<file path="src/logic/script_pkg.sv">
package script_pkg;

	// script storage depth in words
	localparam int script_words = 256;

	// synchronizer depth between clk_a and clk_b
	localparam int cdc_stages = 4;

	typedef logic [9:0] host_addr_t;
	typedef logic [7:0] word_addr_t;
	typedef logic [31:0] script_word_t;
	typedef logic [15:0] pin_word_t;
	typedef logic [23:0] wait_count_t;

	// host request bundle is wdata, addr, we, req
	localparam int req_bus_width = $bits(script_word_t) + $bits(host_addr_t) + 2;

	// response bundle is read word and ack
	localparam int rsp_bus_width = $bits(script_word_t) + 1;

	// opcode in bits 31:28, anything else runs as a no-op
	typedef enum logic [3:0] {
		op_end = 4'h0,
		op_set = 4'h1,
		op_wait = 4'h2,
		op_jump = 4'h3
	} opcode_t;

	typedef enum logic [1:0] {
		exec_idle,
		exec_run,
		exec_wait
	} exec_state_t;

endpackage

</file>
<file path="src/logic/delay_timer.sv">
`timescale 1ns/10ps

module delay_timer
	import script_pkg::*;
(
	input logic clk_b,
	input logic rst_n,
	input logic load,
	input wait_count_t count,
	output logic expired
);

	wait_count_t remain_q;
	logic armed_q;

	// zero and one both expire on the cycle after load
	always_ff @(posedge clk_b) begin
		if (!rst_n) begin
			remain_q <= '0;
			armed_q <= 1'b0;
		end else if (load) begin
			armed_q <= 1'b1;
			remain_q <= (count == '0) ? '0 : count - 1'b1;
		end else if (remain_q != '0) begin
			remain_q <= remain_q - 1'b1;
		end
	end

	// sticky until the next load
	assign expired = armed_q && (remain_q == '0);

endmodule

</file>
<file path="config.mk">
export PLATFORM = sky130hd
export DESIGN_NAME = delay_timer
export DESIGN_NICKNAME = d
export VERILOG_FILES = /design/src/logic/script_pkg.sv /design/src/logic/delay_timer.sv
export SDC_FILE = /design/constraint.sdc
export NUM_CORES = 1
export LEC_CHECK = 0
export BUFFER_PORTS_ARGS = -buffer_cell sky130_fd_sc_hd__buf_4
export CAP_MARGIN = 10
export CORE_ASPECT_RATIO = 0.75
export CORE_MARGIN = 1
export CORE_UTILIZATION = 45
export CTS_CLUSTER_DIAMETER = 50
export DETAILED_ROUTE_END_ITERATION = 16
export PLACE_DENSITY_LB_ADDON = 0.15
export SYNTH_ARGS = -nofsm -noshare
export SYNTH_HDL_FRONTEND = slang
export SYNTH_SLANG_ARGS = --single-unit
</file>
<file path="constraint.sdc">
create_clock -name clk_b -period 3.8 [get_ports clk_b]
set_clock_uncertainty 0.1 [all_clocks]
set_input_delay 0.95 -clock clk_b [delete_from_list [all_inputs] [get_ports clk_b]]
set_output_delay 0.95 -clock clk_b [all_outputs]
set_load 0.1 [all_outputs]
</file>
# --- Word-level counts from Yosys, hierarchy flattened ---
# Index checks and enable logic that the tools add are counted.
totals:
  reg_bits: 25
  in_bits: 27
  output_inout_bits: 1
  word_cells: 12
op_classes:
  add_sub_neg: 2
  muxes: 3
  reduce_logical: 5
op_table:
  columns: ["op", "n"]
  rows:
  - ["24-bit two-way mux", 3]
  - ["24-bit zero test", 2]
  - ["24-bit by 1-bit subtractor with 24-bit output, second input constant", 2]
  - ["24-bit nonzero test", 1]
  - ["2-bit nonzero test", 1]
  - ["1-bit logical AND", 1]

# --- Depth between registers and ports, before layout ---
# Gate-level depths: netlist of run 1.
depth:
  depth_word: 3
  ltp_mapped: 8
  mapped_depth_nobuf: 7

# --- Least setup slack after synthesis of run 1 ---
# OpenSTA, ideal clock, no wires.
synth_path:
  kind: "reg2out"
  start: "register remain_q[7]"
  end: "output port expired"
  arrival_ns: 2.517
  required_ns: 2.750
  slack_ns: 0.233
  path_stages_with_launch: 5
  n_path_buf: 0
  path_cell_list: "dfxtp_1 -> or4_4 -> or4_4 -> nor2_1 -> and2_1"
synth_via:
  elab_chain_cells: 2
synth_rtl:
  columns: ["item", "line_no", "rtl"]
  rows:
  - ["start, declared", "delay_timer.sv:13", "wait_count_t remain_q;"]
  - ["start signal, assigned", "delay_timer.sv:23", "remain_q <= (count == '0) ? '0 : count - 1'b1;"]
  - ["start signal, assigned", "delay_timer.sv:25", "remain_q <= remain_q - 1'b1;"]
  - ["24-bit zero test", "delay_timer.sv:30", "assign expired = armed_q && (remain_q == '0);"]
  - ["1-bit logical AND", "delay_timer.sv:30", null]
  - ["end, declared", "delay_timer.sv:10", "output logic expired"]
# No other way between the ends.

# --- Worst setup path in the final report of run 1 ---
# Ends and elaborated chain as after synthesis.

==> run summary, run 1 <==
status: finished, final reports clean
initial cell density of the core: 48.0%
setup bufs post-CTS: 0
ys flop type: dfxtp_1
cts hold-fix bufs: 0
Reg2Reg Launch Point: remain_q[0]
CP endpoint kind: primary output
Clock Power Share: 23.2%
clock-pin slew on the worst setup and hold paths: 0.08 ns
WP data required: 2.75 ns
number of DRC markers in iteration 0: 127
Yosys top cell by area: dfxtp_1
maximum buffer depth of the clock tree: 2
Die Ht: 56.8 um
non-filler instance count after layout: 296
IO buf count: 27
routed wire length: 4.47 mm
Clk Tree Root Cell: clkbuf_8
clk_lat worst skew: 0.27 ns
Top Layer Used: met4
Slew headroom: 39.0%
io pins: 28
total global routing track utilization: 23.4%
post-synthesis sequential area ratio: 27.7%
Mean Syn Cell Area: 8.35 um^2
CP delay by family, top: simple AND/OR/NAND/NOR gates
critical-path cell list: or4_4 > or4_4 > nor2_1 > and2_1 > buf_4
# Max-Cap Violations: 0
R2R setup slack: 1.09 ns
largest net degree at the start of global routing: 25
Hold WC Path Type: reg2reg
ranking of synthesized cells by area: dfxtp_1 28%, xnor2_1 12%, xor2_1 6.8%
Avg Vias per Cell: 5.74
# resized after CTS: 0
CTS H-Tree Depth: 1
Inst Count DP: 292
Gate power share: 31.5%
TritonCTS clock tree: done
Initial DRT Pass Iterations: 4
r2r worst-path depth: 7
Setup TNS Final: 0 ns
Met1 Wirelength: 2.43 mm
Hold Crit Start: armed_q
CTS Buf Count: 3
antenna violation net count after detailed routing: 0
Hold EP: armed_q
Startpoint Class: flop
switching share of power: 32.8%
minimum clock period: 3.45 ns
Synth warnings: 0
DIE AREA: 4270 um^2
final setup fails: 0
top cell type's share of synthesized area: 27.7%
switching power total: 0.225 mW
Max Clk Rate: 290 MHz
met3 WL post-DR: 261 um
routed via count: 1699
worst vdd rail ir drop: 0.165 mV
layout cells sized above 1: 18.9%
DR WL/cell: 15.1 um
R2R Path End: remain_q[22]
Internal: 0.461 mW
die width: 75.1 um
Diodes inserted: 0
nets: 276
FP Rows: 19
Slowest-stage cell, CP: or4_4
fillers: 366
number of clock sinks: 25
Gate Count Post-Synth: 216
Layout area overhead: 17.3%
period utilisation layout: 90.8%
distinct cell type count after synthesis: 45
synth cell count leaders: 25 x dfxtp_1, 24 x xnor2_1, 16 x nor3_1
Critical Path AT: 2.40 ns
drc violations: 0
initial antenna violation count: 0
syn nets: 247
total grt overflow: 0
share of synthesized registers carrying an async set or reset: 0%
metal2 WL: 1.71 mm
total leakage power: 0.714 nW
crit-path max FO: 12
Worst-Margin Slew: 0.907 ns
Crit path buffers/inverters: 1
crit-path max cell delay: 0.62 ns
Overall Power: 0.686 mW
first-pass GRT wire length: 7.44 mm
vias in the first global route: 1499
Final GP Congestion: 0.846
WHS Path Cells: 1
Max Slew Vio Count: 0
crit path kind: reg2out
Seq pwr share: 45.3%
most instantiated library cell after synthesis: dfxtp_1
final hold vios: 0
unrepaired setup endpoints after global routing: no
Power Dens Cells: 324 nW/um^2
flops & latches, synth: 25
CP most frequent cell: or4_4
core box area: 3760 um^2
EDFF count, synth: 0
post-synthesis cell area: 1800 um^2
hpwl dp: 3.40 mm
[metal layers]
| metal | global-route usage [%] | up-vias |
|---|---|---|
| li1 | - | 873 |
| met1 | 39.3 | 751 |
| met2 | 30.1 | 68 |
| met3 | 2.15 | 7 |
| met4 | 6.74 | 0 |
| met5 | 0 | - |
[worst max-delay path by stage]
stage / cells past startpoint / startpoint / endpoint
floorplan: 4 / remain_q[7] / expired
global placement: 5 / remain_q[7] / expired
detailed placement: 5 / remain_q[7] / expired
CTS: 5 / remain_q[7] / expired
global route: 5 / remain_q[7] / expired
finish: 5 / remain_q[7] / expired
[layout make-up]
class,instances,area (um^2),area share (%)
Clock buffer,4,45.0,2.13
Multi-Input combinational cell,178,1250,58.9
Tap cell,52,65.1,3.08
Sequential cell,25,500,23.7
Timing Repair Buffer,32,240,11.4
Inverter,5,18.8,0.887
[cells by family after synthesis]
kind of cell	synth area share, %
buf+inv	3.19
compound gates	17.6
fa+ha+maj	2.77
flops	27.7
simple gates	29.6
xor+xnor	18.4
mux	0.624
[power by group through the flow]
stage          combinational (mW)  sequential, mW  clock (mW)
6_report                    0.216           0.311       0.159
5_1_grt                     0.239           0.315       0.170
4_1_cts                     0.214           0.310       0.161
3_5_place_dp                0.212           0.316           0
3_3_place_gp                0.212           0.316           0
2_1_floorplan               0.151           0.310           0
[registers in the layout (all words and copies together) (netlist names)]
register	cells
armed_q	1
remain_q	24
[cell usage in the layout, fill, tap and decap left out, drive strengths merged, types with 6 or more instances in the layout]
cell type and n:
o22ai 9, buf 32, o21ai 6, xor2 14, a21oi 6, nor2 15, xnor2 24, dfxtp 25
nand4 6, or3 8, nor4 14, nand3 9, nor3 17
[stage by stage]
| step | utilization, % | hold WS, ns | area (um^2) | worst slack [ns] |
|---|---|---|---|---|
| floorplan | - | 0.332 | 1800 | 0.233 |
| global placement | 55.1 | 0.345 | 2070 | 0.687 |
| detailed placement | 55.1 | 0.347 | 2070 | 0.652 |
| CTS | 56.3 | 0.368 | 2120 | 0.347 |
| global route | 56.3 | 0.397 | 2120 | 0.231 |
| finish | 56.3 | 0.362 | 2120 | 0.348 |
Note: power is estimated with default switching activity, not from simulation.
==> inputs of run 2 (changes only) <==
--- a/config.mk
+++ b/config.mk
@@ -5,14 +5,15 @@
 export SDC_FILE = /design/constraint.sdc
 export NUM_CORES = 1
 export LEC_CHECK = 0
-export BUFFER_PORTS_ARGS = -buffer_cell sky130_fd_sc_hd__buf_4
 export CAP_MARGIN = 10
 export CORE_ASPECT_RATIO = 0.75
 export CORE_MARGIN = 1
 export CORE_UTILIZATION = 45
 export CTS_CLUSTER_DIAMETER = 50
 export DETAILED_ROUTE_END_ITERATION = 16
-export PLACE_DENSITY_LB_ADDON = 0.15
+export DONT_BUFFER_PORTS = 1
+export MAX_ROUTING_LAYER = met4
+export PLACE_DENSITY_LB_ADDON = 0.1
 export SYNTH_ARGS = -nofsm -noshare
 export SYNTH_HDL_FRONTEND = slang
 export SYNTH_SLANG_ARGS = --single-unit
==> run 2 against run 1 <==
Against the previous run:
- final area is 8.8% lower
- critical endpoint unchanged
- first-iteration DRC count is 10% lower
- sequential cell count stayed put
- global-route usage is 1.2 points higher
- highest routed layer unchanged
- die area stayed put
- sequential share of layout area is 2.3 points higher
- core utilization is 4.9 points lower
- setup slack better by 0.042 ns
- combinational power is 16% lower
- via count is 0.35% lower
- count of clock-buffer cells in the layout is 1 lower
- critical path depth stayed put
==> run summary, run 2 (synthesis results as in run 1) <==
status: finished, final reports clean
switching share of power: 32.2%
Seq pwr share: 47.5%
unrepaired setup endpoints after global routing: no
Regs by FF count: remain_q: 24 flops, armed_q: 1 flops
period utilisation layout: 89.7%
DIE AREA: 4270 um^2
initial cell density of the core: 48.0%
Inst Count DP: 265
TritonCTS clock tree: done
IO buf count: 0
Diodes inserted: 0
maximum buffer depth of the clock tree: 2
Clock Power Share: 25.0%
nets: 249
vias in the first global route: 1666
switching power total: 0.211 mW
CTS Buf Count: 3
worst vdd rail ir drop: 0.127 mV
clk_lat worst skew: 0.27 ns
crit path kind: reg2out
hold slack: 0.381 ns
Max Slew Vio Count: 0
FP Rows: 19
# resized after CTS: 0
DR WL/cell: 17.3 um
layout cells sized above 1: 9.22%
routed via count: 1693
# Max-Cap Violations: 0
Final GP Congestion: 0.916
final hold vios: 0
Avg Vias per Cell: 6.29
WHS Path Cells: 1
commonest non-fill, non-tap cell in the layout: dfxtp_1
initial antenna violation count: 0
core box area: 3760 um^2
Power Dens Cells: 340 nW/um^2
clock-pin slew on the worst setup and hold paths: 0.09 ns
Hold Crit Start: armed_q
R2R Path End: remain_q[22]
CTS H-Tree Depth: 1
Internal: 0.445 mW
minimum clock period: 3.41 ns
Setup TNS Final: 0 ns
final setup fails: 0
Reg2Reg Launch Point: remain_q[0]
first-pass GRT wire length: 7.70 mm
setup bufs post-CTS: 0
Setup WS pre-CTS: 0.701 ns
Clk Tree Root Cell: clkbuf_8
total grt overflow: 0
commonest cells after routing, fill and taps aside: 25 x dfxtp_1, 24 x xnor2_1, 16 x nor3_1
R2R setup slack: 0.95 ns
largest net degree at the start of global routing: 25
largest reg by FF count: remain_q
max reg flops: 24
Startpoint Class: flop
antenna violation net count after detailed routing: 0
WP data required: 2.75 ns
Layout area overhead: 7.00%
hpwl dp: 3.64 mm
number of clock sinks: 25
non-filler instance count after layout: 269
number of DRC markers in iteration 0: 114
crit-path max FO: 12
cts hold-fix bufs: 0
io pins: 28
Hold EP: armed_q
Critical Path AT: 2.36 ns
Hold WC Path Type: reg2reg
Max Clk Rate: 293 MHz
min setup slack post-route: 0.390 ns
r2r worst-path depth: 7
Die Ht: 56.8 um
Gate power share: 27.5%
Worst-Margin Slew: 1.03 ns
Initial DRT Pass Iterations: 4
CP endpoint kind: primary output
drc violations: 0
total global routing track utilization: 24.6%
critical path launch point: remain_q[7]
total leakage power: 0.591 nW
die width: 75.1 um
Slew headroom: 30.5%
final core utilization: 51.4%
routed wire length: 4.65 mm
run 2: changes by cell type in the layout (fill, tap and decap cells not counted):
cell | before | now
buf_12 | 0 | 1
buf_4 | 32 | 4
clkbuf_1 | 1 | 0
inv_6 | 0 | 1
run 2: worst max path at each step:
stage / to / slack, ns
after floorplan: expired / 0.23
after global placement: expired / 0.73
after detailed placement: expired / 0.70
after CTS: expired / 0.38
after global routing: expired / 0.31
final: expired / 0.39
run 2: worst max-delay path: stages, from the launching register on:
cell and delay, ns:
dfxtp_1 0.36, or4_4 0.57, or4_4 0.62, nor2_1 0.17
and2_1 0.19, buf_12 0.18
run 2: metrics by stage:
step | cell area [um^2] | total power [mW]
after floorplan | 1800 | 0.461
after global placement | 1880 | 0.488
after detailed placement | 1880 | 0.493
after CTS | 1930 | 0.660
after global routing | 1930 | 0.692
final | 1930 | 0.656
run 2: power groups by stage:
| stage | Clock [mW] | Sequential (mW) | Combinational [mW] |
|---|---|---|---|
| after global placement | 0 | 0.314 | 0.174 |
| after global routing | 0.178 | 0.315 | 0.199 |
| after floorplan | 0 | 0.310 | 0.151 |
| final | 0.164 | 0.311 | 0.181 |
| after CTS | 0.171 | 0.310 | 0.179 |
| after detailed placement | 0 | 0.317 | 0.176 |
run 2: cell type report:
type / instances / area [um^2]
Clock buffer: 3 / 41.3
Clock inverter: 1 / 8.76
Fill cell: 376 / 1830
Inverter: 5 / 18.8
Multi-Input combinational cell: 178 / 1250
Sequential cell: 25 / 500
Tap cell: 52 / 65.1
Timing Repair Buffer: 5 / 50.0
run 2: per-layer routing:
metal / part of all wire (%) / track usage, % / up-vias / wire length (um)
li1: - / - / 822 / -
met1: 47 / 35.4 / 782 / 2200
met2: 41 / 34.1 / 87 / 1930
met3: 11 / 6.82 / 2 / 499
met4: 0.49 / 4.58 / 0 / 23
met5: 0 / - / - / 0
==> inputs of run 3 (changes only) <==
==> constraint.sdc (replaced) <==
create_clock -name clk_b -period 3.8 [get_ports clk_b]
set_clock_uncertainty 0.1 [all_clocks]
set_input_delay 0.19 -clock clk_b [delete_from_list [all_inputs] [get_ports clk_b]]
set_output_delay 0.19 -clock clk_b [all_outputs]
set_load 0.1 [all_outputs]
==> run 3 against run 2 <==
Against the previous run:
- worst hold slack worse by 0.37 ns
- final area is 0.13% lower
- sequential cell count stayed put
- register-to-register slack better by 0.17 ns
- global-route usage is 0.96 points higher
- largest power group unchanged
- highest routed layer unchanged
==> run summary, run 3 (synthesis results as in run 1) <==
# Max-Cap Violations: 0
final hold vios: 0
Top Layer Used: met4
commonest cells after routing, fill and taps aside: 25 x dfxtp_1, 24 x xnor2_1, 16 x nor3_1
setup bufs post-CTS: 0
status: finished, final reports clean
number of DRC markers in iteration 0: 149
crit path capture: expired
largest net degree at the start of global routing: 18
crit path kind: reg2out
unrepaired setup endpoints after global routing: no
total leakage power: 0.586 nW
critical-path cell list: or4_4 > or4_4 > nor2_1 > and2_1 > buf_4
Max Slew Vio Count: 0
Hold WC Path Type: in2reg
Power Dens Cells: 342 nW/um^2
met3 WL post-DR: 456 um
layout cells sized above 1: 7.80%
total global routing track utilization: 25.6%
initial cell density of the core: 48.0%
Final GP Congestion: 0.906
critical path launch point: remain_q[7]
Slowest-stage cell, CP: or4_4
initial antenna violation count: 0
r2r worst-path depth: 5
CTS Buf Count: 3
final setup fails: 0
routed via count: 1700
largest reg by FF count: remain_q
number of clock sinks: 25
Critical Path AT: 2.72 ns
drc violations: 0
WP data required: 3.51 ns
Clk Tree Root Cell: clkbuf_8
vias in the first global route: 1638
Slew headroom: 46.4%
Worst-Margin Slew: 0.797 ns
max reg flops: 24
total grt overflow: 0
io pins: 28
Met1 Wirelength: 2.28 mm
metal2 WL: 1.94 mm
Die Ht: 56.8 um
R2R Path End: remain_q[3]
hpwl dp: 3.58 mm
Diodes inserted: 0
antenna violation net count after detailed routing: 0
commonest non-fill, non-tap cell in the layout: dfxtp_1
Final Cell Area: 1930 um^2
CP endpoint kind: primary output
clk_lat worst skew: 0.27 ns
Inst Count DP: 263
Avg Vias per Cell: 6.30
fillers: 369
R2R setup slack: 1.12 ns
CP most frequent cell: or4_4
clock-pin slew on the worst setup and hold paths: 0.09 ns
worst vdd rail ir drop: 0.158 mV
first-pass GRT wire length: 7.88 mm
maximum buffer depth of the clock tree: 2
CTS H-Tree Depth: 1
non-filler instance count after layout: 270
Initial DRT Pass Iterations: 4
crit-path max FO: 12
Setup TNS Final: 0 ns
nets: 250
DR WL/cell: 17.5 um
Cell Area, Placed: 1850 um^2
Layout area overhead: 6.87%
period utilisation layout: 79.1%
Startpoint Class: flop
Regs by FF count: remain_q: 24 flops, armed_q: 1 flops
crit-path max cell delay: 0.62 ns
DIE AREA: 4270 um^2
IO buf count: 0
FP Rows: 19
core box area: 3760 um^2
TritonCTS clock tree: done
minimum clock period: 3.01 ns
routed wire length: 4.72 mm
die width: 75.1 um
Max Clk Rate: 333 MHz
Reg2Reg Launch Point: remain_q[7]
-- run 3: changes by cell type in the layout (fill, tap and decap cells not counted) --
cell           change
inv_6              -1
dlygate4sd3_1      +3
buf_12             -1
buf_4              -1
clkbuf_1           +1
-- run 3: routing by layer --
layer / track usage, % / up-vias
met2: 33.3 / 99
met4: 6.47 / 0
li1: - / 823
met1: 40.0 / 773
met5: - / -
met3: 3.77 / 5
-- run 3: final cells by class --
| cell class | instances | area, um^2 | area share, % |
|---|---|---|---|
| Clock buffer | 4 | 45.0 | 2.34 |
| Inverter | 5 | 18.8 | 0.973 |
| Tap cell | 52 | 65.1 | 3.37 |
| Sequential cell | 25 | 500 | 26.0 |
| Multi-Input combinational cell | 178 | 1250 | 64.6 |
| Timing Repair Buffer | 6 | 52.6 | 2.73 |
-- run 3: worst min-delay path by stage --
stage              start      endpoint  slack [ns]  cells after the start
2_1_floorplan   count[0]   remain_q[0]        0.20                      1
3_3_place_gp        load       armed_q        0.20                      1
3_5_place_dp        load       armed_q        0.21                      1
4_1_cts             load  remain_q[15]       0.004                      2
5_1_grt             load  remain_q[15]        0.01                      2
6_report       count[13]  remain_q[13]        0.01                      2
-- run 3: timing repair --
action	4_1_cts	5_1_grt
setup endpoints to repair	0	0
hold buffers	3	0
gates resized for setup	0	0
hold endpoints to repair	11	0
-- run 3: report_power, final --
group | switching (mW) | leakage (nW) | internal (mW)
Sequential | 0.0258 | 0.207 | 0.286
Clock | 0.0851 | 0.0228 | 0.0751
Combinational | 0.103 | 0.356 | 0.0844
Total | 0.213 | 0.586 | 0.445
-- run 3: per-stage QoR --
step	util, %	power, mW	setup slack (ns)	hold slack, ns
global route	51.3	0.694	0.673	0.0111
detailed placement	49.3	0.494	1.10	0.211
floorplan	-	0.461	0.993	0.204
CTS	51.3	0.658	0.788	0.00360
global placement	49.3	0.492	1.17	0.204
finish	51.3	0.658	0.793	0.0149
-- run 3: worst max-delay path: cells and delay by family (launching register included) --
family | cells | cell delay [ns]
AND/OR/NAND/NOR | 4 | 1.79
buffers and inverters | 1 | 0.28
flip-flops | 1 | 0.37
