===== src/logic/script_pkg.sv =====
package script_pkg;

	// script storage depth in words
	localparam int script_words = 256;

	// synchronizer depth between clk_a and clk_b
	localparam int cdc_stages = 4;

	typedef logic [9:0] host_addr_t;
	typedef logic [7:0] word_addr_t;
	typedef logic [31:0] script_word_t;
	typedef logic [15:0] pin_word_t;
	typedef logic [23:0] wait_count_t;

	// host request bundle is wdata, addr, we, req
	localparam int req_bus_width = $bits(script_word_t) + $bits(host_addr_t) + 2;

	// response bundle is read word and ack
	localparam int rsp_bus_width = $bits(script_word_t) + 1;

	// opcode in bits 31:28, anything else runs as a no-op
	typedef enum logic [3:0] {
		op_end = 4'h0,
		op_set = 4'h1,
		op_wait = 4'h2,
		op_jump = 4'h3
	} opcode_t;

	typedef enum logic [1:0] {
		exec_idle,
		exec_run,
		exec_wait
	} exec_state_t;

endpackage


===== src/logic/instr_if.sv =====
`timescale 1ns/10ps

interface instr_if
	import script_pkg::*;
();

	// fetch to exec
	logic valid;
	script_word_t instr;
	word_addr_t pc;

	// exec back to fetch
	logic advance;
	logic redirect;
	word_addr_t target;

	modport fetch (
		output valid, instr, pc,
		input advance, redirect, target
	);

	modport exec (
		input valid, instr,
		output advance, redirect, target
	);

endinterface


===== src/logic/script_exec.sv =====
`timescale 1ns/10ps

module script_exec
	import script_pkg::*;
(
	input logic clk_b,
	input logic rst_n,
	input logic start,
	instr_if.exec ifc,
	output logic timer_load,
	output wait_count_t timer_count,
	input logic timer_expired,
	output logic busy,
	output logic done,
	output pin_word_t pins
);

	exec_state_t state_q;
	exec_state_t state_d;
	opcode_t op;
	logic run_valid;

	assign op = opcode_t'(ifc.instr[31:28]);
	assign run_valid = (state_q == exec_run) && ifc.valid;

	assign ifc.target = ifc.instr[7:0];
	assign timer_count = ifc.instr[23:0];
	assign busy = (state_q != exec_idle);

	always_comb begin
		state_d = state_q;
		ifc.advance = 1'b0;
		ifc.redirect = 1'b0;
		timer_load = 1'b0;
		case (state_q)
			exec_idle: begin
				if (start) begin
					state_d = exec_run;
				end
			end
			exec_run: begin
				if (ifc.valid) begin
					case (op)
						op_wait: begin
							timer_load = 1'b1;
							state_d = exec_wait;
						end
						op_jump: begin
							ifc.redirect = 1'b1;
						end
						op_end: begin
							ifc.advance = 1'b1;
							state_d = exec_idle;
						end
						// set and unknown codes
						default: begin
							ifc.advance = 1'b1;
						end
					endcase
				end
			end
			exec_wait: begin
				// wait word stays held until the timer runs out
				if (timer_expired) begin
					ifc.advance = 1'b1;
					state_d = exec_run;
				end
			end
			default: begin
				state_d = exec_idle;
			end
		endcase
	end

	always_ff @(posedge clk_b) begin
		if (!rst_n) begin
			state_q <= exec_idle;
			done <= 1'b0;
			pins <= '0;
		end else begin
			state_q <= state_d;
			done <= run_valid && (op == op_end);
			if (run_valid && (op == op_set)) begin
				pins <= ifc.instr[15:0];
			end
		end
	end

endmodule


===== src/flat_wrapper.sv =====
// flat-port wrapper written by rule: the top's interface ports become plain ports
module script_exec_flat import script_pkg::*;
  (clk_b, rst_n, start, timer_load, timer_count, timer_expired, busy, done, pins, ifc_valid, ifc_instr, ifc_advance, ifc_redirect, ifc_target);
  instr_if ifc_i ();
  input logic clk_b;
  input logic rst_n;
  input logic start;
  output logic timer_load;
  output wait_count_t timer_count;
  input logic timer_expired;
  output logic busy;
  output logic done;
  output pin_word_t pins;
  input wire logic [$bits(ifc_i.valid)-1:0] ifc_valid;
  input wire logic [$bits(ifc_i.instr)-1:0] ifc_instr;
  output wire logic [$bits(ifc_i.advance)-1:0] ifc_advance;
  output wire logic [$bits(ifc_i.redirect)-1:0] ifc_redirect;
  output wire logic [$bits(ifc_i.target)-1:0] ifc_target;
  assign ifc_i.valid = ifc_valid;
  assign ifc_i.instr = ifc_instr;
  assign ifc_advance = ifc_i.advance;
  assign ifc_redirect = ifc_i.redirect;
  assign ifc_target = ifc_i.target;
  script_exec u_core (.clk_b(clk_b), .rst_n(rst_n), .start(start), .ifc(ifc_i), .timer_load(timer_load), .timer_count(timer_count), .timer_expired(timer_expired), .busy(busy), .done(done), .pins(pins));
endmodule

===== config.mk =====
export PLATFORM = sky130hd
export DESIGN_NAME = script_exec_flat
export DESIGN_NICKNAME = d
export VERILOG_FILES = /design/src/logic/script_pkg.sv /design/src/logic/instr_if.sv /design/src/logic/script_exec.sv /design/src/flat_wrapper.sv
export SDC_FILE = /design/constraint.sdc
export NUM_CORES = 1
export LEC_CHECK = 0
export BUFFER_PORTS_ARGS = -buffer_cell sky130_fd_sc_hd__buf_2
export CAP_MARGIN = 20
export CORE_ASPECT_RATIO = 2
export CORE_UTILIZATION = 39
export DETAILED_ROUTE_END_ITERATION = 8
export PLACE_DENSITY = 0.86
export SLEW_MARGIN = 20
export SYNTH_ARGS = -nofsm -noshare
export SYNTH_HDL_FRONTEND = slang
export SYNTH_SLANG_ARGS = --single-unit

===== constraint.sdc =====
create_clock -name clk_b -period 1.98 [get_ports clk_b]
set_input_delay 0.099 -clock clk_b [delete_from_list [all_inputs] [get_ports clk_b]]
set_output_delay 0.099 -clock clk_b [all_outputs]
set_load 0.02 [all_outputs]

Yosys cells after proc, flatten, opt, wreduce, memory -nomap -nowiden

Index checks and enable logic that the tools add are counted.

Output and inout bits: 53
Bits of input ports: 37
Register bits: 19
Word-level logic and storage cells: 35

Muxes and demuxes: 15
Reductions and logical operators: 8
Equal/unequal tests: 9

Operators by type and width:

| kind               | number |
|---|---|
| $mux 1             | 9 |
| $eq 4x2->1 const B | 2 |
| $mux 2             | 3 |
| $ne 2x2->1 const B | 3 |
| $pmux 2 s3         | 1 |
| $eq 4x1->1 const B | 1 |
| $logic_not 4->1    | 1 |
| $pmux 2 s2         | 1 |
| $reduce_and 4->1   | 1 |
| $logic_and 1x1->1  | 3 |
| $ne 3x3->1 const B | 1 |
| $eq 2x1->1 const B | 1 |
| $eq 2x2->1 const B | 1 |
| $logic_not 2->1    | 1 |
| $pmux 1 s2         | 1 |
| $reduce_bool 2->1  | 1 |
| $reduce_or 2->1    | 1 |

Logic depth before layout (Yosys ltp)

Gate-level depths: netlist of run 1.

Depth after elaboration: 5
Gate-level depth with buffers: 7

Worst setup path after synthesis of run 1

OpenSTA, ideal clock, no wires.

Path type: register -> output
Start: register u_core.state_q[1]
End: output port timer_load
Stages on the path, launching flop included: 5
Buffers on the path: 0
Arrival time: 1.350 ns
Path slack: 0.531 ns
Cell sequence: dfxtp_1 -> inv_1 -> ha_1 -> nand3_1 -> nor4_1

Longest elaborated chain between the ends: 2

Ends and longest elaborated chain:

| element                | RTL line          | RTL |
|---|---|---|
| start, declared        | script_exec.sv:18 | `exec_state_t state_q;` |
| start signal, assigned | script_exec.sv:77 | `state_q <= exec_idle;` |
| start signal, assigned | script_exec.sv:81 | `state_q <= state_d;` |
| $eq 2x1->1             | script_exec.sv:35 | `case (state_q)` |
| $mux 1                 | script_exec.sv:35 |  |
| end, declared          | flat_wrapper.sv:8 | `output logic timer_load;` |

Every way passes these cells.

Worst setup path in the final report of run 1

Start: register u_core.state_q[1]
End: output port ifc_advance

Longest elaborated chain between the ends: 2
Elaborated cells between the ends (all ways): 3
Classes of those cells: 2 x eq/ne; 1 x mux

Ends and longest elaborated chain:

| element                                         | RTL line           | RTL |
|---|---|---|
| $eq 2x2->1 / $eq 2x1->1 (equally long branches) | script_exec.sv:35  |  |
| $pmux 1 s2 *                                    | script_exec.sv:35  |  |
| end, declared                                   | flat_wrapper.sv:16 | `output wire logic [$bits(ifc_i.advance)-1:0] ifc_advance;` |

Every way passes the cells marked *; elsewhere a longest branch is shown, timed or not.

==> flow_summary.toml, run 1 <==
[floorplan]
core_area_um2 = 2770
start_util = 0.4160
boundaryPins = 90
die_h_um = 78.87
die_area_um2 = 3189
num_rows = 27
die_w_um = 40.44

[global_route]
grt_pass1_wl_um = 3926
antenna_found_initial = 0
gr-total-overflow = 0
grt_max_degree = 19
grt_pass1_vias = 973
gr-usage-all-layers = 0.1704

[power_and_ir_drop]
p_int_w = 0.0006471
p_comb_frac = 0.303
p_clk_frac = 0.275
p_seq_frac = 0.422
netSwitchingFraction = 0.3315
total_power_w = 0.0009679
peakVddDrop_mv = 0.4981
power.leakage_nw = 0.6386
p_per_area_nw_per_um2 = 736.1
p_sw_w = 0.0003208

[layout]
multiInputGateArea_um2 = 454.2
syn_to_final_growth_pct = 14.12
drive_above_1_share = 0.4494
regArea_um2 = 380.4
diodes = 0
fillers = 287
final_cell_area_um2 = 1315
layout_commonest_cell = "buf_2"
nNetsFinal = 220
layout_common_cells = "buf_2 (69), nand3_1 (19), dfxtp_1 (19), a21oi_1 (16), o21ai_1 (8)"

[timing]
setup_tns_ns = 0
skew_ns = 0.0004292
rsz0062_at_grt = "no"
min_period_over_period = 0.8066
final-max-slew-violation-count = 0
slew_headroom = 0.6167
fmax_mhz = 626.1
hold_violations = 0
fin_crit_ns = 1.597
finalSetupViolations = 0
worst_pin_slew_ns = 0.5750

[drt]
routed_via_density = 5.048
routed_wl_um = 2511
wl_met2_um = 1431
via_count = 1045
wl_met3_um = 137
ant_nets = 0
wl_met1_um = 880
dr.first_iter.drc_count = 11
post_drt_wl_per_cell_um = 12.13
firstDrtPassIters = 4
top_layer = "met4"
route.detailed.drc = 0

[critical_path]
r2r_cells = 6
cp_data_arrival_time_ns = 1.50
slowest_stage = "dfxtp_1"
cp-end-kind = "primary output"
path_buf_inv = 2
cp_max_fo = 7
cp_num_cells = 5
cpLargestDelayFamily = "flip-flops"
required_ns = 1.88
criticalPathCategory = "flop to primary output"
slowest_delay_ns = 0.35
crit_path_cell_trace = "inv_1 -> ha_1 -> o311ai_0 -> a21boi_0 -> buf_2"
critPathLaunchType = "flop"

[clock_tree]
cts_htree_levels = 1
postCtsHoldBufs = 0
cts_sinks = 19
path_clk_slew_ns = 0.07
cts_root_buf = "clkbuf_8"
clockBufferDepth = 2
cts_tree = "built"
cts.repair.resized = 0
clk_latency_ns = 0.25
cts_inserted_buffers = 3
post_cts_buffers = 0

[logic_synthesis]
syn_nets = 181
seq_area_frac_synth = 0.3301
synth_cells = 140
netlist_area_um2 = 1152
ys_warn_count = 0
synthDistinctLibCells = 30
avgSynthCellArea_um2 = 8.231
ys_seq_elements = 19

[place]
hpwl_um = 1951
place.gp.congestion = 0.7336
postPlaceCellArea_um2 = 1269
portBuffers = 69

[hold_path]
hp-class = "primary input to flop"
min_path_cells = 3

[status]
status = "finished, final reports clean"

[flow_run]
cap_viol_max_count = 0
registers in the layout (all words and copies together), names as in the netlist:
signal,flops
u_core.done,1
u_core.pins,16
u_core.state_q,2
worst paths after layout:
path	slack [ns]	end	from
setup reg to reg	0.46	u_core.pins[7]	u_core.state_q[1]
hold reg to reg	0.47	u_core.pins[13]	u_core.pins[13]
setup / recovery	0.38	ifc_advance	u_core.state_q[1]
hold / removal	0.1	u_core.pins[13]	ifc_instr[13]
synth_stat cells:
master,number,area (um^2)
and3b_1,1,8.760
o32ai_1,1,8.760
buf_2,2,10.01
buf_6,1,11.26
nand3b_1,1,7.510
or3_1,1,6.260
nor3_1,1,5.000
nand2b_1,3,18.77
clkbuf_1,1,3.750
and3_1,1,6.260
o2111a_1,1,11.26
ha_1,4,50.05
nor4_1,1,6.260
o311ai_0,1,8.760
a21boi_0,1,7.510
mux2i_1,1,10.01
o21ai_0,7,35.03
dfxtp_1,19,380.4
inv_2,1,3.750
a21oi_1,16,80.08
nor2_1,2,7.510
nor3b_2,1,12.51
buf_4,34,255.2
buf_8,1,15.01
nand3_1,19,95.09
o21ai_1,8,40.04
inv_1,5,18.77
or3b_1,1,8.760
o21ai_2,1,8.760
nand2_1,3,11.26
routing by layer:
layer / vias to the layer above / global-route usage
met5: - / 0
met4: 0 / 0.09333
met3: 6 / 0.01955
met2: 48 / 0.3159
met1: 466 / 0.1582
li1: 525 / -
area by class of cell:
class / count / share of cell area
Timing Repair Buffer: 73 / 0.2854
Sequential cell: 19 / 0.2892
Clock inverter: 1 / 0.003806
Inverter: 6 / 0.01713
Clock buffer: 3 / 0.03140
Tap cell: 29 / 0.02759
Multi-Input combinational cell: 76 / 0.3454
worst register-to-register path, stage by stage (launching register included):
cell,delay (ns)
dfxtp_1,0.35
inv_1,0.09
ha_1,0.27
and3b_1,0.28
buf_4,0.23
nand3_1,0.09
a21oi_1,0.14
stage by stage:
step	utilization	cells	hold slack (ns)	setup WS, ns
floorplan	-	140	0.2449	0.5312
global placement	0.4580	203	0.1981	0.5506
detailed placement	0.4580	203	0.1981	0.4868
CTS	0.4747	207	0.09327	0.3725
global route	0.4747	207	0.1109	0.2688
finish	0.4747	207	0.09898	0.3829
power by group through the flow:
stage               sequential, W  clock [W]  combinational, W
global placement         0.000417          0          0.000290
floorplan                0.000418          0          0.000250
finish                   0.000408   0.000266          0.000294
global route             0.000412   0.000292          0.000321
detailed placement       0.000417          0          0.000296
CTS                      0.000408   0.000277          0.000296
kinds of logic after synthesis:
family          after synthesis  share of synthesized area
buf+inv                      45                     0.2758
mux                           1                   0.008687
compound gates               36                     0.1737
simple gates                 35                     0.1683
flops                        19                     0.3301
fa+ha+maj                     4                    0.04343
Power figures use the tool's default switching activity.
==> run 2, diff against run 1 <==
Settings changed: CORE_UTILIZATION 39 to 35, PLACE_DENSITY 0.86 to 0.82.
Clock period 1.98 ns to 1.4 ns, I/O delays scaled along.
==> flow_summary.toml, run 2 (synthesis results as in run 1) <==
[timing]
hold_ws_ns = 0.06915
finalSetupViolations = 0
hold_violations = 0
fmax_mhz = 747.1
skew_ns = 0.004558
final-max-slew-violation-count = 0
rsz0062_at_grt = "yes"
fin_crit_ns = 1.338
min_period_over_period = 0.9560
slew_headroom = 0.7199
worst_pin_slew_ns = 0.4170

[layout]
nNetsFinal = 225
final_cells = 214
largest_reg_flops = 16
diodes = 0
largestRegisters = "u_core.pins: 16 flops, u_core.state_q: 2 flops, u_core.done: 1 flops"
layout_common_cells = "buf_2 (67), nand3_1 (19), dfxtp_1 (17), a21oi_1 (16), o21ai_1 (12)"
drive_above_1_share = 0.4918
largest-register = "u_core.pins"
syn_to_final_growth_pct = 20.52
layout_commonest_cell = "buf_2"
final_cell_area_um2 = 1389

[clock_tree]
cts_root_buf = "clkbuf_8"
clk_latency_ns = 0.25
cts_tree = "built"
clockBufferDepth = 2
cts_inserted_buffers = 3
path_clk_slew_ns = 0.07
cts_htree_levels = 1
cts_sinks = 19

[power_and_ir_drop]
p_seq_frac = 0.406
p_per_area_nw_per_um2 = 1051
total_power_w = 0.001460
peakVddDrop_mv = 1.069
p_sw_w = 0.0004777
netSwitchingFraction = 0.3271
p_int_w = 0.0009824
power.leakage_nw = 0.6641
p_clk_frac = 0.261
p_comb_frac = 0.333

[global_route]
gr-total-overflow = 0
grt_max_degree = 19
gr-usage-all-layers = 0.1504
grt_pass1_vias = 997
grt_pass1_wl_um = 4215
antenna_found_initial = 0

[hold_path]
min_path_cells = 3
hp-class = "primary input to flop"
min_to = "u_core.pins[13]"
hp-start = "ifc_instr[13]"

[critical_path]
regToRegSetupSlack_ns = 0.08
cp_max_fo = 4
reg2reg_from = "u_core.state_q[1]"
criticalPathCategory = "flop to primary output"
cp_data_arrival_time_ns = 1.27
cp-end-kind = "primary output"
required_ns = 1.33
r2r_cells = 7
rr_endpoint = "u_core.pins[7]"
critPathLaunchType = "flop"

[place]
place.gp.congestion = 0.6933
placed_cells = 207
hpwl_um = 1986
portBuffers = 69
postPlaceCellArea_um2 = 1292

[drt]
route.detailed.drc = 0
routed_via_density = 5.042
firstDrtPassIters = 4
post_drt_wl_per_cell_um = 12.13
via_count = 1079
ant_nets = 0
dr.first_iter.drc_count = 15
routed_wl_um = 2596

[floorplan]
start_util = 0.3650
core_area_um2 = 3157
die_area_um2 = 3540
die_h_um = 83.15
boundaryPins = 90
num_rows = 29
die_w_um = 42.58

[status]
status = "finished, final reports clean"

[flow_run]
cap_viol_max_count = 0
run 2: cell count changes in the layout (fill, tap and decap cells not counted), moves of 2 or more:
| cell | previous run | this run |
|---|---|---|
| buf_4 | 4 | 10 |
| ha_1 | 4 | 2 |
| o21ai_0 | 7 | 3 |
| dfxtp_1 | 19 | 17 |
| buf_2 | 69 | 67 |
| o21ai_1 | 8 | 12 |
run 2: what timing repair did:
item                       CTS  global route
pin swaps                    2             0
hold buffers                 0             0
setup buffers                3             0
resized for setup            6             9
cloned                       0             0
setup endpoints to repair   16            11
run 2: cell type report:
class                   instances  area [um^2]
fillers                       339         1768
inverters                       6        22.52
repair buffers                 78        421.7
flip-flops and latches         19        385.4
clock buffers                   4        45.04
multi-input cells              76        475.5
well taps                      31        38.79
run 2: worst max-delay path by stage:
| stage | start | to | slack [ns] | depth (start not counted) |
|---|---|---|---|---|
| after floorplan | u_core.state_q[1] | u_core.pins[0] | 0.04 | 7 |
| after global placement | u_core.state_q[1] | u_core.pins[14] | 0.03 | 6 |
| after detailed placement | u_core.state_q[1] | u_core.pins[2] | -0.01 | 6 |
| after CTS | u_core.state_q[1] | ifc_advance | 0.007 | 5 |
| after global routing | u_core.state_q[0] | ifc_advance | -0.003 | 4 |
| final | u_core.state_q[0] | ifc_advance | 0.06 | 4 |
run 2: per-stage QoR:
| stage | TNS [ns] | setup slack, ns | utilization |
|---|---|---|---|
| 2_1_floorplan | 0 | 0.03777 | - |
| 3_3_place_gp | 0 | 0.03468 | 0.4094 |
| 3_5_place_dp | -0.04565 | -0.009838 | 0.4094 |
| 4_1_cts | 0 | 0.007010 | 0.4364 |
| 5_1_grt | -0.002614 | -0.002614 | 0.4400 |
| 6_report | 0 | 0.06156 | 0.4400 |
run 2: worst max-delay path, cell delays in order, from the launching register on:
cell and delay (ns):
dfxtp_4 0.38, inv_1 0.06, ha_1 0.28, a21boi_1 0.12
buf_4 0.17
run 2: layer usage:
layer,global-route usage,up-vias,part of all wire
li1,-,536,-
met3,0.01522,2,0.051
met2,0.2965,44,0.58
met1,0.1512,497,0.36
met4,0.05398,0,0.0081
met5,0,-,0
run 2: power by group through the flow:
| stage | clock network (W) | registers (W) | logic, W |
|---|---|---|---|
| after CTS | 0.000392 | 0.000593 | 0.000480 |
| after detailed placement | 0 | 0.000592 | 0.000430 |
| final | 0.000381 | 0.000592 | 0.000487 |
| after floorplan | 0 | 0.000591 | 0.000355 |
| after global routing | 0.000412 | 0.000595 | 0.000529 |
| after global placement | 0 | 0.000590 | 0.000424 |
==> run 3, diff against run 2 <==
Settings changed: REMOVE_ABC_BUFFERS set to 1.
Clock period 1.4 ns to 1.2 ns, I/O delays scaled along.
==> flow_summary.toml, run 3 (synthesis results as in run 1) <==
[power_and_ir_drop]
p_per_area_nw_per_um2 = 1224
p_clk_frac = 0.240
p_seq_frac = 0.365
peakVddDrop_mv = 0.9249
p_sw_w = 0.0006470
netSwitchingFraction = 0.3415
p_int_w = 0.001247
power.leakage_nw = 0.6895
p_comb_frac = 0.396

[layout]
nNetsFinal = 226
layout_commonest_cell = "buf_2"
layout_common_cells = "buf_2 (66), dfxtp_1 (17), o21ai_1 (14), a21oi_1 (13), nand3_1 (12)"
largest_reg_flops = 16
largestRegisters = "u_core.pins: 16 flops, u_core.state_q: 2 flops, u_core.done: 1 flops"
drive_above_1_share = 0.5978
syn_to_final_growth_pct = 34.31
diodes = 0
fillers = 304
largest-register = "u_core.pins"

[clock_tree]
postCtsHoldBufs = 0
cts_root_buf = "clkbuf_8"
clockBufferDepth = 2
cts_sinks = 19
cts_tree = "built"
path_clk_slew_ns = 0.08
cts_htree_levels = 1
cts_inserted_buffers = 3
clk_latency_ns = 0.26

[floorplan]
die_h_um = 83.15
num_rows = 29
core_area_um2 = 3157
die_area_um2 = 3540
boundaryPins = 90
start_util = 0.3650
die_w_um = 42.58

[timing]
rsz0062_at_grt = "yes"
skew_ns = 0.01012
worst_pin_slew_ns = 0.3409
slew_headroom = 0.7724
fmax_mhz = 716.9
fin_ws_ns = -0.1948
fin_crit_ns = 1.395
setup_tns_ns = -2.567
final-max-slew-violation-count = 0
min_period_over_period = 1.162
hold_ws_ns = 0.05417
hold_violations = 0
finalSetupViolations = 21

[hold_path]
hp-class = "primary input to flop"

[global_route]
grt_max_degree = 19
gr-total-overflow = 0
grt_pass1_wl_um = 4533
gr-usage-all-layers = 0.1621
grt_pass1_vias = 1014
antenna_found_initial = 0

[place]
dpl_worst_slack_ns = -0.1392
place.gp.congestion = 0.6954
hpwl_um = 2045
portBuffers = 69

[critical_path]
cp_max_fo = 3
required_ns = 1.14
criticalPathCategory = "flop to primary output"
cp-end-kind = "primary output"
critPathLaunchType = "flop"
cp_data_arrival_time_ns = 1.33

[drt]
via_count = 1115
route.detailed.drc = 0
routed_wl_um = 2936
ant_nets = 0
post_drt_wl_per_cell_um = 13.66
firstDrtPassIters = 4
dr.first_iter.drc_count = 13
routed_via_density = 5.186

[status]
status = "finished with violations"
violations = "setup timing"

[flow_run]
cap_viol_max_count = 0
[run 3: changes by cell type in the layout (fill, tap and decap cells not counted), moves of 2 or more]
cell,before,now
buf_4,10,3
buf_6,1,8
nand3_1,19,12
nand3_2,0,6
a21oi_1,16,13
a21oi_2,0,3
buf_12,0,2
inv_1,4,2
inv_2,2,4
o21ai_0,3,1
o21ai_1,12,14
[run 3: power by group through the flow]
stage               combinational (W)  clock, W  sequential, W
floorplan                    0.000234         0       0.000689
global placement             0.000525         0       0.000683
detailed placement           0.000539         0       0.000686
CTS                          0.000688  0.000465       0.000692
global route                 0.000805  0.000483       0.000691
finish                       0.000750  0.000454       0.000691
[run 3: worst paths after layout]
| check | start | to | slack [ns] | cells after the start |
|---|---|---|---|---|
| max | u_core.state_q[1] | timer_load | -0.19 | 6 |
| min | ifc_instr[13] | u_core.pins[13] | 0.05 | 3 |
| max reg2reg | u_core.state_q[1] | u_core.pins[1] | -0.19 | 7 |
| min reg2reg | u_core.pins[13] | u_core.pins[13] | 0.47 | 2 |
[run 3: layout make-up]
type	count	area, um^2	share of cell area
multi-input combinational	76	569.3	0.3678
timing repair buffer	79	483.0	0.3120
sequential	19	385.4	0.2490
clock buffer	3	41.29	0.02668
tap	31	38.79	0.02506
inverter	6	22.52	0.01455
clock inverter	1	7.507	0.004850
[run 3: timing repair]
action,CTS,global route
pin swaps,5,10
setup endpoints to repair,22,23
cloned,1,0
setup buffers,1,0
gates resized for setup,31,18
[run 3: per-layer routing]
| metal | vias to the layer above | share of wire | GRT usage |
|---|---|---|---|
| met4 | 0 | 0.0072 | 0.05398 |
| met2 | 62 | 0.57 | 0.2867 |
| li1 | 543 | - | - |
| met5 | - | 0 | 0 |
| met3 | 4 | 0.073 | 0.04783 |
| met1 | 506 | 0.35 | 0.1776 |
[run 3: critical path, stage by stage (launching register included)]
cell     delay (ns)
dfxtp_2        0.33
inv_2          0.08
ha_4           0.15
buf_6          0.11
nand3_4        0.07
nor4_2         0.14
buf_2          0.20
[run 3: through the flow]
stage	cell area, um^2	utilization	instances	power, W
after detailed placement	1326	0.4201	209	0.001225
after global placement	1326	0.4201	209	0.001208
after CTS	1503	0.4760	215	0.001845
final	1548	0.4903	215	0.001895
after global routing	1548	0.4903	215	0.001980
after floorplan	857.1	-	101	0.0009234
